**src/csr_config.svh**
```systemverilog
////////////////////////////////////////////////////////////////////////////
// CSR file configuration
// Widths, hart id default and reset constants for the M/U CSR file
////////////////////////////////////////////////////////////////////////////

`ifndef CSR_CONFIG_SVH
`define CSR_CONFIG_SVH

// Register and address widths
`define CSR_XLEN    32
`define CSR_ADDR_W  12

// Full width of mcycle and minstret
`define CSR_CNT_W   64

// mhartid when the top level is not overridden
`define CSR_HART_ID_DEFAULT 0

// RV32 base with I (bit 8), M (bit 12) and U (bit 20)
`define CSR_MISA_VALUE 32'h4010_1100

// Only tw (bit 21) set out of reset
`define CSR_MSTATUS_RESET 32'h0020_0000

// User mode sees every counter out of reset
`define CSR_MCOUNTEREN_RESET 32'hFFFF_FFFF

`endif

```
**src/csr_pkg.sv**
```systemverilog
////////////////////////////////////////////////////////////////////////////
// CSR package
// Privilege levels, CSR operations, CSR addresses and mtvec modes
////////////////////////////////////////////////////////////////////////////

`include "csr_config.svh"

package csr_pkg;

  typedef enum logic [1:0] {
    U_MODE        = 2'd0,
    S_MODE        = 2'd1,
    RESERVED_MODE = 2'd2,
    M_MODE        = 2'd3
  } priv_level_t;

  // CSR_READ never modifies, the last three do
  typedef enum logic [2:0] {
    CSR_NONE  = 3'd0,
    CSR_READ  = 3'd1,
    CSR_WRITE = 3'd2,
    CSR_SET   = 3'd3,
    CSR_CLEAR = 3'd4
  } csr_op_t;

  typedef enum logic [`CSR_ADDR_W-1:0] {
    // Machine information, read-only region
    MVENDORID_ADDR     = 12'hF11,
    MARCHID_ADDR       = 12'hF12,
    MIMPID_ADDR        = 12'hF13,
    MHARTID_ADDR       = 12'hF14,
    MCONFIGPTR_ADDR    = 12'hF15,
    // Machine trap setup
    MSTATUS_ADDR       = 12'h300,
    MISA_ADDR          = 12'h301,
    MIE_ADDR           = 12'h304,
    MTVEC_ADDR         = 12'h305,
    MCOUNTEREN_ADDR    = 12'h306,
    MSTATUSH_ADDR      = 12'h310,
    MCOUNTINHIBIT_ADDR = 12'h320,
    // Machine trap handling
    MSCRATCH_ADDR      = 12'h340,
    MEPC_ADDR          = 12'h341,
    MCAUSE_ADDR        = 12'h342,
    MTVAL_ADDR         = 12'h343,
    MIP_ADDR           = 12'h344,
    // Machine counters
    MCYCLE_ADDR        = 12'hB00,
    MINSTRET_ADDR      = 12'hB02,
    MCYCLEH_ADDR       = 12'hB80,
    MINSTRETH_ADDR     = 12'hB82,
    // User counter views
    CYCLE_ADDR         = 12'hC00,
    INSTRET_ADDR       = 12'hC02,
    CYCLEH_ADDR        = 12'hC80,
    INSTRETH_ADDR      = 12'hC82
  } csr_addr_t;

  typedef enum logic [1:0] {
    DIRECT   = 2'd0,
    VECTORED = 2'd1
  } mtvec_mode_t;

endpackage

```
**src/csr_access_check.sv**
```systemverilog
////////////////////////////////////////////////////////////////////////////
// CSR access check
// Privilege and read-only checks, set/clear merge and the write strobe
////////////////////////////////////////////////////////////////////////////

`timescale 1ns/1ns

`include "csr_config.svh"

module csr_access_check (
  input  logic [`CSR_ADDR_W-1:0] csr_addr,
  input  csr_pkg::csr_op_t       csr_op,
  input  logic [`CSR_XLEN-1:0]   csr_wdata,
  input  logic                   valid_write,
  input  csr_pkg::priv_level_t   curr_priv,
  input  logic [`CSR_XLEN-1:0]   old_val,
  output logic [`CSR_XLEN-1:0]   write_val,
  output logic                   write_en,
  output logic                   priv_invalid
);

  logic modify;     // Write, set or clear
  logic ro_region;  // Address bits 11:10 == 2'b11
  logic priv_low;   // Address privilege above current level

  assign modify = csr_op inside {csr_pkg::CSR_WRITE, csr_pkg::CSR_SET, csr_pkg::CSR_CLEAR};
  assign ro_region = &csr_addr[`CSR_ADDR_W-1 -: 2];
  assign priv_low = csr_addr[`CSR_ADDR_W-3 -: 2] > curr_priv;

  // Merge with the current value for set and clear
  always_comb begin
    case (csr_op)
      csr_pkg::CSR_SET:   write_val = old_val | csr_wdata;
      csr_pkg::CSR_CLEAR: write_val = old_val & ~csr_wdata;
      default:            write_val = csr_wdata;
    endcase
  end

  // Reads never fault here
  assign priv_invalid = modify & (ro_region | priv_low);

  assign write_en = valid_write & modify & ~priv_invalid;

endmodule

```
**src/csr_counters.sv**
```systemverilog
////////////////////////////////////////////////////////////////////////////
// Cycle and retired-instruction counters
// 64-bit mcycle and minstret with inhibit control and half-word writes
////////////////////////////////////////////////////////////////////////////

`timescale 1ns/1ns

`include "csr_config.svh"

module csr_counters (
  input  logic                   CLK,
  input  logic                   nRST,
  input  logic [`CSR_ADDR_W-1:0] csr_addr,
  input  logic                   write_en,
  input  logic [`CSR_XLEN-1:0]   write_val,
  input  logic                   inst_ret,
  input  logic                   cy_inhibit,
  input  logic                   ir_inhibit,
  output logic [`CSR_CNT_W-1:0]  cycle_count,
  output logic [`CSR_CNT_W-1:0]  instret_count
);

  localparam logic [`CSR_CNT_W-1:0] CNT_ONE = 1;

  logic [`CSR_CNT_W-1:0] cycle_next;
  logic [`CSR_CNT_W-1:0] instret_next;

  always_comb begin
    cycle_next   = cycle_count;
    instret_next = instret_count;

    if (!cy_inhibit) cycle_next = cycle_count + CNT_ONE;
    if (!ir_inhibit) instret_next = instret_count + {{(`CSR_CNT_W-1){1'b0}}, inst_ret};

    // A written half drops this cycle's increment
    if (write_en) begin
      case (csr_addr)
        csr_pkg::MCYCLE_ADDR:
          cycle_next = {cycle_count[`CSR_CNT_W-1:`CSR_XLEN], write_val};
        csr_pkg::MCYCLEH_ADDR:
          cycle_next = {write_val, cycle_count[`CSR_XLEN-1:0]};
        csr_pkg::MINSTRET_ADDR:
          instret_next = {instret_count[`CSR_CNT_W-1:`CSR_XLEN], write_val};
        csr_pkg::MINSTRETH_ADDR:
          instret_next = {write_val, instret_count[`CSR_XLEN-1:0]};
        default: ;
      endcase
    end
  end

  always_ff @(posedge CLK, negedge nRST) begin
    if (!nRST) begin
      cycle_count   <= '0;
      instret_count <= '0;
    end else begin
      cycle_count   <= cycle_next;
      instret_count <= instret_next;
    end
  end

endmodule

```
**src/csr_machine_regs.sv**
```systemverilog
////////////////////////////////////////////////////////////////////////////
// Machine trap and counter-control registers
// Legalizes software writes and applies trap injection from the trap unit
////////////////////////////////////////////////////////////////////////////

`timescale 1ns/1ns

`include "csr_config.svh"

module csr_machine_regs (
  input  logic                   CLK,
  input  logic                   nRST,
  input  logic [`CSR_ADDR_W-1:0] csr_addr,
  input  logic                   write_en,
  input  logic [`CSR_XLEN-1:0]   write_val,
  input  logic                   trap_inject,
  input  logic [`CSR_XLEN-1:0]   trap_mstatus,
  input  logic [`CSR_XLEN-1:0]   trap_mepc,
  input  logic [`CSR_XLEN-1:0]   trap_mcause,
  input  logic [`CSR_XLEN-1:0]   trap_mtval,
  output logic [`CSR_XLEN-1:0]   mstatus,
  output logic [`CSR_XLEN-1:0]   mtvec,
  output logic [`CSR_XLEN-1:0]   mie,
  output logic [`CSR_XLEN-1:0]   mip,
  output logic [`CSR_XLEN-1:0]   mscratch,
  output logic [`CSR_XLEN-1:0]   mepc,
  output logic [`CSR_XLEN-1:0]   mcause,
  output logic [`CSR_XLEN-1:0]   mtval,
  output logic [`CSR_XLEN-1:0]   mcounteren,
  output logic [`CSR_XLEN-1:0]   mcountinhibit
);

  // mie, mpie, mpp, mprv and tw
  localparam logic [`CSR_XLEN-1:0] MSTATUS_WMASK = 32'h0022_1888;
  // msie/msip, mtie/mtip, meie/meip
  localparam logic [`CSR_XLEN-1:0] IRQ_WMASK = 32'h0000_0888;
  // Bit 1 (time) is hardwired to zero
  localparam logic [`CSR_XLEN-1:0] CNT_WMASK = 32'hFFFF_FFFD;

  logic [`CSR_XLEN-1:0] mstatus_next;
  logic [`CSR_XLEN-1:0] mtvec_next;
  logic [`CSR_XLEN-1:0] mie_next;
  logic [`CSR_XLEN-1:0] mip_next;
  logic [`CSR_XLEN-1:0] mscratch_next;
  logic [`CSR_XLEN-1:0] mepc_next;
  logic [`CSR_XLEN-1:0] mcause_next;
  logic [`CSR_XLEN-1:0] mtval_next;
  logic [`CSR_XLEN-1:0] mcounteren_next;
  logic [`CSR_XLEN-1:0] mcountinhibit_next;

  // S and reserved mpp fall back to U
  function automatic logic [`CSR_XLEN-1:0] legal_mstatus(input logic [`CSR_XLEN-1:0] val);
    logic [`CSR_XLEN-1:0] res;
    res = val & MSTATUS_WMASK;
    if (val[12:11] == csr_pkg::S_MODE || val[12:11] == csr_pkg::RESERVED_MODE) begin
      res[12:11] = csr_pkg::U_MODE;
    end
    return res;
  endfunction

  always_comb begin
    mstatus_next       = mstatus;
    mtvec_next         = mtvec;
    mie_next           = mie;
    mip_next           = mip;
    mscratch_next      = mscratch;
    mepc_next          = mepc;
    mcause_next        = mcause;
    mtval_next         = mtval;
    mcounteren_next    = mcounteren;
    mcountinhibit_next = mcountinhibit;

    if (write_en) begin
      case (csr_addr)
        csr_pkg::MSTATUS_ADDR: mstatus_next = legal_mstatus(write_val);
        csr_pkg::MTVEC_ADDR: begin
          mtvec_next = write_val;
          if (write_val[1:0] > csr_pkg::VECTORED) begin
            mtvec_next[1:0] = csr_pkg::DIRECT;  // Reserved modes
          end
        end
        csr_pkg::MIE_ADDR:           mie_next = write_val & IRQ_WMASK;
        csr_pkg::MIP_ADDR:           mip_next = write_val & IRQ_WMASK;
        csr_pkg::MSCRATCH_ADDR:      mscratch_next = write_val;
        csr_pkg::MEPC_ADDR:          mepc_next = write_val;
        csr_pkg::MCAUSE_ADDR:        mcause_next = write_val;
        csr_pkg::MTVAL_ADDR:         mtval_next = write_val;
        csr_pkg::MCOUNTEREN_ADDR:    mcounteren_next = write_val & CNT_WMASK;
        csr_pkg::MCOUNTINHIBIT_ADDR: mcountinhibit_next = write_val & CNT_WMASK;
        default: ;  // Counters and read-only registers live elsewhere
      endcase
    end

    // Trap entry wins over a same-cycle software write
    if (trap_inject) begin
      mstatus_next = legal_mstatus(trap_mstatus);
      mepc_next    = trap_mepc;
      mcause_next  = trap_mcause;
      mtval_next   = trap_mtval;
    end
  end

  always_ff @(posedge CLK, negedge nRST) begin
    if (!nRST) begin
      mstatus       <= `CSR_MSTATUS_RESET;
      mtvec         <= '0;  // Base 0, DIRECT
      mie           <= '0;
      mip           <= '0;
      mscratch      <= '0;
      mepc          <= '0;
      mcause        <= '0;
      mtval         <= '0;
      mcounteren    <= `CSR_MCOUNTEREN_RESET & CNT_WMASK;
      mcountinhibit <= '0;
    end else begin
      mstatus       <= mstatus_next;
      mtvec         <= mtvec_next;
      mie           <= mie_next;
      mip           <= mip_next;
      mscratch      <= mscratch_next;
      mepc          <= mepc_next;
      mcause        <= mcause_next;
      mtval         <= mtval_next;
      mcounteren    <= mcounteren_next;
      mcountinhibit <= mcountinhibit_next;
    end
  end

endmodule

```
**src/csr_read_mux.sv**
```systemverilog
////////////////////////////////////////////////////////////////////////////
// CSR read return
// Selects the old value, gates user counters and flags bad accesses
////////////////////////////////////////////////////////////////////////////

`timescale 1ns/1ns

`include "csr_config.svh"

module csr_read_mux #(
  parameter int HART_ID = `CSR_HART_ID_DEFAULT
) (
  input  logic [`CSR_ADDR_W-1:0] csr_addr,
  input  csr_pkg::csr_op_t       csr_op,
  input  csr_pkg::priv_level_t   curr_priv,
  input  logic                   priv_invalid,
  input  logic [`CSR_XLEN-1:0]   mstatus,
  input  logic [`CSR_XLEN-1:0]   mtvec,
  input  logic [`CSR_XLEN-1:0]   mie,
  input  logic [`CSR_XLEN-1:0]   mip,
  input  logic [`CSR_XLEN-1:0]   mscratch,
  input  logic [`CSR_XLEN-1:0]   mepc,
  input  logic [`CSR_XLEN-1:0]   mcause,
  input  logic [`CSR_XLEN-1:0]   mtval,
  input  logic [`CSR_XLEN-1:0]   mcounteren,
  input  logic [`CSR_XLEN-1:0]   mcountinhibit,
  input  logic [`CSR_CNT_W-1:0]  cycle_count,
  input  logic [`CSR_CNT_W-1:0]  instret_count,
  output logic [`CSR_XLEN-1:0]   old_val,
  output logic                   csr_invalid
);

  localparam logic [`CSR_XLEN-1:0] HART_ID_VAL = HART_ID;

  logic access;
  logic cy_blocked;    // User read of cycle with mcounteren.cy clear
  logic ir_blocked;    // Same for instret and mcounteren.ir
  logic addr_invalid;

  assign access = csr_op != csr_pkg::CSR_NONE;
  assign cy_blocked = access & (curr_priv == csr_pkg::U_MODE) & ~mcounteren[0];
  assign ir_blocked = access & (curr_priv == csr_pkg::U_MODE) & ~mcounteren[2];

  always_comb begin
    old_val      = '0;
    addr_invalid = 1'b0;
    case (csr_addr)
      csr_pkg::MVENDORID_ADDR,
      csr_pkg::MARCHID_ADDR,
      csr_pkg::MIMPID_ADDR,
      csr_pkg::MCONFIGPTR_ADDR,
      csr_pkg::MSTATUSH_ADDR:      old_val = '0;  // Hardwired zero
      csr_pkg::MHARTID_ADDR:       old_val = HART_ID_VAL;
      csr_pkg::MISA_ADDR:          old_val = `CSR_MISA_VALUE;
      csr_pkg::MSTATUS_ADDR:       old_val = mstatus;
      csr_pkg::MTVEC_ADDR:         old_val = mtvec;
      csr_pkg::MIE_ADDR:           old_val = mie;
      csr_pkg::MIP_ADDR:           old_val = mip;
      csr_pkg::MSCRATCH_ADDR:      old_val = mscratch;
      csr_pkg::MEPC_ADDR:          old_val = mepc;
      csr_pkg::MCAUSE_ADDR:        old_val = mcause;
      csr_pkg::MTVAL_ADDR:         old_val = mtval;
      csr_pkg::MCOUNTEREN_ADDR:    old_val = mcounteren;
      csr_pkg::MCOUNTINHIBIT_ADDR: old_val = mcountinhibit;
      csr_pkg::MCYCLE_ADDR:        old_val = cycle_count[`CSR_XLEN-1:0];
      csr_pkg::MCYCLEH_ADDR:       old_val = cycle_count[`CSR_CNT_W-1:`CSR_XLEN];
      csr_pkg::MINSTRET_ADDR:      old_val = instret_count[`CSR_XLEN-1:0];
      csr_pkg::MINSTRETH_ADDR:     old_val = instret_count[`CSR_CNT_W-1:`CSR_XLEN];
      // User views return zero when blocked
      csr_pkg::CYCLE_ADDR: begin
        addr_invalid = cy_blocked;
        if (!cy_blocked) old_val = cycle_count[`CSR_XLEN-1:0];
      end
      csr_pkg::CYCLEH_ADDR: begin
        addr_invalid = cy_blocked;
        if (!cy_blocked) old_val = cycle_count[`CSR_CNT_W-1:`CSR_XLEN];
      end
      csr_pkg::INSTRET_ADDR: begin
        addr_invalid = ir_blocked;
        if (!ir_blocked) old_val = instret_count[`CSR_XLEN-1:0];
      end
      csr_pkg::INSTRETH_ADDR: begin
        addr_invalid = ir_blocked;
        if (!ir_blocked) old_val = instret_count[`CSR_CNT_W-1:`CSR_XLEN];
      end
      default: addr_invalid = access;  // No such CSR
    endcase
  end

  assign csr_invalid = priv_invalid | addr_invalid;

endmodule

```
**src/csr_top.sv**
```systemverilog
////////////////////////////////////////////////////////////////////////////
// Machine-mode CSR file for an M/U RV32 hart
////////////////////////////////////////////////////////////////////////////

`timescale 1ns/1ns

`include "csr_config.svh"

module csr_top #(
  parameter int HART_ID = `CSR_HART_ID_DEFAULT
) (
  input  logic                   CLK,
  input  logic                   nRST,
  // CSR access from the core
  input  logic [`CSR_ADDR_W-1:0] csr_addr,
  input  csr_pkg::csr_op_t       csr_op,
  input  logic [`CSR_XLEN-1:0]   csr_wdata,
  input  logic                   valid_write,
  input  csr_pkg::priv_level_t   curr_priv,
  input  logic                   inst_ret,
  // Trap unit
  input  logic                   trap_inject,
  input  logic [`CSR_XLEN-1:0]   trap_mstatus,
  input  logic [`CSR_XLEN-1:0]   trap_mepc,
  input  logic [`CSR_XLEN-1:0]   trap_mcause,
  input  logic [`CSR_XLEN-1:0]   trap_mtval,
  output logic [`CSR_XLEN-1:0]   csr_rdata,
  output logic                   csr_invalid,
  output logic [`CSR_XLEN-1:0]   curr_mstatus,
  output logic [`CSR_XLEN-1:0]   curr_mtvec,
  output logic [`CSR_XLEN-1:0]   curr_mie,
  output logic [`CSR_XLEN-1:0]   curr_mip,
  output logic [`CSR_XLEN-1:0]   curr_mepc
);

  logic [`CSR_XLEN-1:0]  write_val;
  logic                  write_en;
  logic                  priv_invalid;
  logic [`CSR_XLEN-1:0]  mscratch;
  logic [`CSR_XLEN-1:0]  mcause;
  logic [`CSR_XLEN-1:0]  mtval;
  logic [`CSR_XLEN-1:0]  mcounteren;
  logic [`CSR_XLEN-1:0]  mcountinhibit;
  logic [`CSR_CNT_W-1:0] cycle_count;
  logic [`CSR_CNT_W-1:0] instret_count;

  csr_access_check access_check_inst (
    .csr_addr     (csr_addr),
    .csr_op       (csr_op),
    .csr_wdata    (csr_wdata),
    .valid_write  (valid_write),
    .curr_priv    (curr_priv),
    .old_val      (csr_rdata),  // Old value feeds the set/clear merge
    .write_val    (write_val),
    .write_en     (write_en),
    .priv_invalid (priv_invalid)
  );

  csr_machine_regs machine_regs_inst (
    .CLK           (CLK),
    .nRST          (nRST),
    .csr_addr      (csr_addr),
    .write_en      (write_en),
    .write_val     (write_val),
    .trap_inject   (trap_inject),
    .trap_mstatus  (trap_mstatus),
    .trap_mepc     (trap_mepc),
    .trap_mcause   (trap_mcause),
    .trap_mtval    (trap_mtval),
    .mstatus       (curr_mstatus),
    .mtvec         (curr_mtvec),
    .mie           (curr_mie),
    .mip           (curr_mip),
    .mscratch      (mscratch),
    .mepc          (curr_mepc),
    .mcause        (mcause),
    .mtval         (mtval),
    .mcounteren    (mcounteren),
    .mcountinhibit (mcountinhibit)
  );

  csr_counters counters_inst (
    .CLK           (CLK),
    .nRST          (nRST),
    .csr_addr      (csr_addr),
    .write_en      (write_en),
    .write_val     (write_val),
    .inst_ret      (inst_ret),
    .cy_inhibit    (mcountinhibit[0]),
    .ir_inhibit    (mcountinhibit[2]),
    .cycle_count   (cycle_count),
    .instret_count (instret_count)
  );

  csr_read_mux #(
    .HART_ID (HART_ID)
  ) read_mux_inst (
    .csr_addr      (csr_addr),
    .csr_op        (csr_op),
    .curr_priv     (curr_priv),
    .priv_invalid  (priv_invalid),
    .mstatus       (curr_mstatus),
    .mtvec         (curr_mtvec),
    .mie           (curr_mie),
    .mip           (curr_mip),
    .mscratch      (mscratch),
    .mepc          (curr_mepc),
    .mcause        (mcause),
    .mtval         (mtval),
    .mcounteren    (mcounteren),
    .mcountinhibit (mcountinhibit),
    .cycle_count   (cycle_count),
    .instret_count (instret_count),
    .old_val       (csr_rdata),
    .csr_invalid   (csr_invalid)
  );

endmodule

```
**config.mk**
```make
export PLATFORM = sky130hd
export DESIGN_NAME = csr_top
export DESIGN_NICKNAME = d
export VERILOG_FILES = /design/src/csr_pkg.sv /design/src/csr_access_check.sv /design/src/csr_counters.sv /design/src/csr_machine_regs.sv /design/src/csr_read_mux.sv /design/src/csr_top.sv
export VERILOG_INCLUDE_DIRS = /design/src
export SDC_FILE = /design/constraint.sdc
export NUM_CORES = 1
export LEC_CHECK = 0
export CORE_ASPECT_RATIO = 0.5
export CORE_MARGIN = 2
export CORE_UTILIZATION = 65
export DETAILED_ROUTE_END_ITERATION = 8
export DONT_BUFFER_PORTS = 1
export PLACE_DENSITY_LB_ADDON = 0.08
export SKIP_LAST_GASP = 1
export SLEW_MARGIN = 20
export SYNTH_ARGS = -nofsm -noshare
export SYNTH_HDL_FRONTEND = slang
export SYNTH_HIERARCHICAL = 1
export SYNTH_SLANG_ARGS = --single-unit
```
**constraint.sdc**
```tcl
create_clock -name CLK -period 3.35 [get_ports CLK]
set_input_delay 0 -clock CLK [delete_from_list [all_inputs] [get_ports CLK]]
set_output_delay 0 -clock CLK [all_outputs]
set_load 0.03 [all_outputs]
```
==> results of run 1 <==
==> cells by family after synthesis <==
group | share of synthesized area [%]
xor gates and xnor gates | 0.279
DFF | 36.1
AOI/OAI and AO/OA | 18.5
buffers and inverters | 6.63
muxes | 19.1
and+or+nand+nor | 19.1
other | 0.0149
adders and majority gates | 0.249
==> cells in the mapped netlist (all sizes together) (20+ instances only) <==
cell type,count
a22o,47
nand4,60
and3,41
a211oi,26
a22oi,56
nand2,161
nor2b,89
nand3,90
buf,181
or3,20
mux2,149
o21ai,73
dfstp,32
clkbuf,85
nor4,38
mux2i,306
a21oi,206
o211ai,20
nor3,95
dfrtp,329
o22ai,40
nor2,165
inv,38
==> routing by layer <==
| metal | GRT overflow | GRT usage [%] |
|---|---|---|
| met5 | 0 | 48.0 |
| met1 | 1 | 79.6 |
| met2 | 6 | 89.2 |
| met4 | 2 | 61.5 |
| met3 | 0 | 65.6 |
==> repair_timing <==
| action | in CTS |
|---|---|
| endpoints found under the hold margin | 588 |
| resized for setup | 0 |
| hold buffers | 240 |
==> metrics by stage <==
stage	utilization, %	setup slack [ns]
2_1_floorplan	-	0.345
3_3_place_gp	69.4	0.198
3_5_place_dp	69.4	0.191
4_1_cts	79.0	0.0192
==> results by group, run 1 <==
Status
  – First error line in the log: [ERROR GRT-0232] Routing congestion too high. Check the congestion heatmap in the GUI.
  – Run status: did not finish
  – Failing step: global routing (5_1_grt)

Placement
  – Final Wtd Congestion: 1.10
  – Total placed cells including tap cells: 3220
  – Final HPWL DP: 80.2 mm
  – Buffers on Ports: 0
  – Cell Area, Placed: 26200 µm²

Yosys
  – Portion of the post-synthesis area used by sequential elements: 36.1%
  – Share of synthesized registers carrying an async set or reset: between 90% and 100%
  – Count of flip-flops with a built-in enable after synthesis: 0
  – Synth top area cells: dfrtp_1, mux2i_1, mux2_2, a21oi_1, dfstp_2
  – Yosys warnings: 6
  – Post-synth cell types: 97
  – Cell type contributing the most total cell area after synthesis: dfrtp_1
  – Post-synthesis average cell area: 9.34 µm²
  – Yosys reg bits: 361
  – Area of the mapped netlist: 25100 µm²
  – Area fraction of the dominant cell type after synthesis: 32.8%
  – Synthesized instance count: 2690
  – Dominant register cell in the synthesized netlist: dfrtp_1

Clock tree
  – Clock sink total: 361
  – Setup Buffers After CTS: 0
  – CTS root buffer: clkbuf_16
  – CTS HTree Levels: 2
  – Longest Clk Path Bufs: 3
  – Number of buffers created by CTS: 36

Floorplan
  – I/O Pins: between 300 and 400
  – Floorplan row count: 50
  – Initial core utilization: 66.6%
  – Height of the die: 143 µm
  – Floorplan die width: approximately 280 µm

Timing
  – Worst endpoint left by the global-route repair_timing run: machine_regs_inst/mepc[9]$_DFFE_PN0P_/D
  – Worst endpoint type: register input

Global routing
  – All-layer global routing usage: approximately three quarters
  – Global-route congestion overflow total: 9
  – Pin count of the biggest net entering global routing: about 360
==> inputs of run 2 (changes only) <==
CORE_ASPECT_RATIO = not set   (was 0.5)
CORE_UTILIZATION = 40   (was 65)
PLACE_DENSITY_LB_ADDON = 0.15   (was 0.08)
==> run 2 against run 1 <==
The flow now finishes, with violations (negative hold slack, negative setup slack). Synthesized area is the same. Synthesized cell count unchanged.
==> results by group, run 2 <==
Clock tree
  – Number of buffers created by CTS: 48
  – Longest Clk Path Bufs: 3
  – Clock-pin slew reported for the worst setup and hold paths after clock tree synthesis: 0.06 ns
  – CTS tree: yes
  – Later-pin clock latency in the skew report: 0.62 ns
  – CTS root buffer: clkbuf_16
  – Clock sink total: 361
  – CTS HTree Levels: 2

Worst setup path
  – Data required, critical path: about 3.8 ns
  – Number of buffer and inverter stages on the critical path: 2
  – Maximum fanout count along the critical path: 5
  – Worst setup SP type: flop
  – Arrival time worst endpoint: ~3.8 ns
  – Cell repeated most along the worst path: nand3_1
  – Crit Reg-Reg Endpoint: counters_inst/instret_count[51]$_DFFE_PN0P_
  – Slowest cell on crit path: dlygate4sd3_1
  – Origin of the critical flop-to-flop path: machine_regs_inst/mcounteren[0]$_DFFE_PN1P_
  – Top delay family on crit path: compound AO/OA/AOI/OAI gates
  – Slack of the worst reg-to-reg path: -0.01 ns
  – Delay of the slowest critical-path stage: 0.56 ns
  – Endpoint kind of the worst setup timing path: flop
  – Length in cells of the worst reg-to-reg path: 10
  – Cells along the critical path: or3_1, o211a_1, a21oi_1, o221ai_1, nor2b_1, a22o_1, buf_4, nand3_1, dlygate4sd3_1, nand3_1
  – Worst Setup Path Type: flop to flop

Yosys
  – Area of the mapped netlist: about 25000 µm²
  – Yosys warnings: 6
  – Post-synthesis average cell area: 9.34 µm²
  – Cell type contributing the most total cell area after synthesis: dfrtp_1
  – Area fraction of the dominant cell type after synthesis: 32.8%
  – Portion of the post-synthesis area used by sequential elements: a little over a third
  – Yosys reg bits: 361
  – Share of synthesized registers carrying an async set or reset: 100%
  – Synthesized instance count: between 2000 and 3000
  – Post-synth cell types: 97
  – Most frequent cell after synthesis: dfrtp_1
  – Dominant register cell in the synthesized netlist: dfrtp_1
  – Count of flip-flops with a built-in enable after synthesis: 0
  – Synth top area cells: dfrtp_1, mux2i_1, mux2_2, a21oi_1, dfstp_2
  – Top post-synthesis cells by count: dfrtp_1, mux2i_1, a21oi_1

Timing
  – Tcrit/Tclk final: 100%
  – Worst clock skew: around 0.027 ns
  – Number of failing setup endpoints in the final timing report: 1
  – Max frequency: 297 MHz
  – Max Transition Viols Final: 0
  – RSZ-0062 raised after global routing: yes
  – Worst-case setup margin in the final layout: -0.0147 ns
  – Worst Hold Slack: -0.923 ns
  – Actual slew at the worst max-slew pin: roughly 1.3 ns
  – Final critical path time including I/O delays and setup: 3.36 ns
  – Relative slew margins: 10.6%
  – Final hold violation count: 447

Placement
  – Buffers on Ports: 0
  – Pre-CTS setup slack: -0.421 ns
  – Final HPWL DP: 98.7 mm
  – Final Wtd Congestion: 1.02

Global routing
  – Global-route wire length before repair: 192 mm
  – Number of antenna violations at the first check in global routing: 2
  – All-layer global routing usage: 41.2%
  – Pin count of the biggest net entering global routing: between 300 and 400
  – Global-route congestion overflow total: 0
  – Number of global-route vias before repair: 25400

Status
  – Failing checks: negative hold slack, negative setup slack
  – Run status: finished with violations

Job
  – Max Cap Viol: 0

Floorplan
  – Placeable core area: 61900 µm²
  – Initial core utilization: 40.5%
  – Height of the die: roughly 250 µm
  – Floorplan row count: 91
  – I/O Pins: 375
  – Area of the die: about 65000 µm²
  – Floorplan die width: 255 µm

Detailed routing
  – Ratio of routed vias to standard cells: between 6 and 7
  – Starting DRT DRC Count: 3595
  – Final wirelength: 137 mm
  – Remaining routing DRC violations: 0
  – Total number of vias: 26300
  – Count of TritonRoute iterations in the first routing pass: 6
  – Average detailed-routed wire length per instance: 34.8 µm
  – Count of antenna-violating nets left after detailed routing: 0

Pwr
  – Highest ir drop seen on vdd: 422 µV
  – P per Cell Area: 390 nW/µm²
  – Leakage Power: between 10 and 15 nW

Final layout
  – Final design utilization: 50.3%
  – Layout cells sized above 1: 18.3%
  – Relative area change from synthesis to final layout: 24.1%
  – Final Net Count: 3237
  – Top flop regs: counters_inst/cycle_count: 64 flops, counters_inst/instret_count: 64 flops
  – Most frequent standard cell in the layout excluding fill and tap cells: dfrtp_1
  – Most used cells in the layout excluding fill and tap cells: dfrtp_1, mux2i_1, buf_4

Hold path
  – Classification of the worst-slack hold path: input pin to async pin
run 2: worst max-delay path by stage:
stage,from,to,cells after the start
global placement,machine_regs_inst/mcounteren[2]$_DFFE_PN1P_,counters_inst/instret_count[1]$_DFFE_PN0P_,10
finish,machine_regs_inst/mcounteren[0]$_DFFE_PN1P_,counters_inst/instret_count[51]$_DFFE_PN0P_,10
detailed placement,machine_regs_inst/mcounteren[2]$_DFFE_PN1P_,counters_inst/instret_count[1]$_DFFE_PN0P_,10
global route,machine_regs_inst/mcounteren[0]$_DFFE_PN1P_,machine_regs_inst/mepc[22]$_DFFE_PN0P_,12
CTS,machine_regs_inst/mcounteren[0]$_DFFE_PN1P_,machine_regs_inst/mepc[22]$_DFFE_PN0P_,12
floorplan,machine_regs_inst/mcounteren[2]$_DFFE_PN1P_,machine_regs_inst/mcause[5]$_DFFE_PN0P_,11
run 2: where the power goes:
part,internal [W],switching [W],leakage [nW]
logic,0.000769,0.00103,7.81
registers,0.00458,0.000388,4.49
clock network,0.00314,0.00225,0.780
total,0.00849,0.00367,13.1
run 2: per-stage QoR:
stage | power (W) | instances | TNS (ns) | cell area [µm²]
final | 0.0122 | 3929 | -0.0147 | 31200
after floorplan | 0.00595 | 2775 | 0 | 25400
after detailed placement | 0.00637 | 3595 | -2.47 | 27100
after global placement | 0.00634 | 3595 | -2.30 | 27100
after CTS | 0.0121 | 3910 | 0 | 30900
after global routing | 0.0125 | 3926 | -0.292 | 31200
run 2: area by class of cell:
type,instances,area (µm²)
Fill cell,5873,30800
Multi-Input combinational cell,2110,14800
Sequential cell,361,9070
Timing Repair Buffer,491,4480
Clock buffer,76,1420
Tap cell,837,1050
Clock inverter,13,176
Inverter,38,143
Antenna cell,3,7.51
run 2: kinds of logic (layout without fill, tap and decap cells):
kind of cell	after synthesis	after routing	synth area share [%]
buffers and inverters	304	618	6.63
DFF	361	361	36.1
AOI/OAI and AO/OA	675	675	18.5
and+or+nand+nor	879	879	19.1
xor gates and xnor gates	8	8	0.279
adders and majority gates	5	5	0.249
muxes	457	457	19.1
other	1	89	0.0149
run 2: per-layer routing:
layer | vias up | wire [µm] | track usage, %
met1 | 13400 | 56800 | 57.3
met5 | - | 0 | 0
li1 | 10800 | - | -
met3 | 320 | 15500 | 9.68
met4 | 0 | 6710 | 18.3
met2 | 1811 | 57600 | 60.7
run 2: timing repair:
item / 4_1_cts / 5_1_grt
setup buffers: 1 / 4
endpoints found under the hold margin: 635 / 455
gates resized for setup: 2 / 17
gates cloned: 0 / 1
pin swaps: 1 / 1
setup endpoints to repair: 10 / 38
hold buffers: 225 / 11
Power figures use the tool's default switching activity.
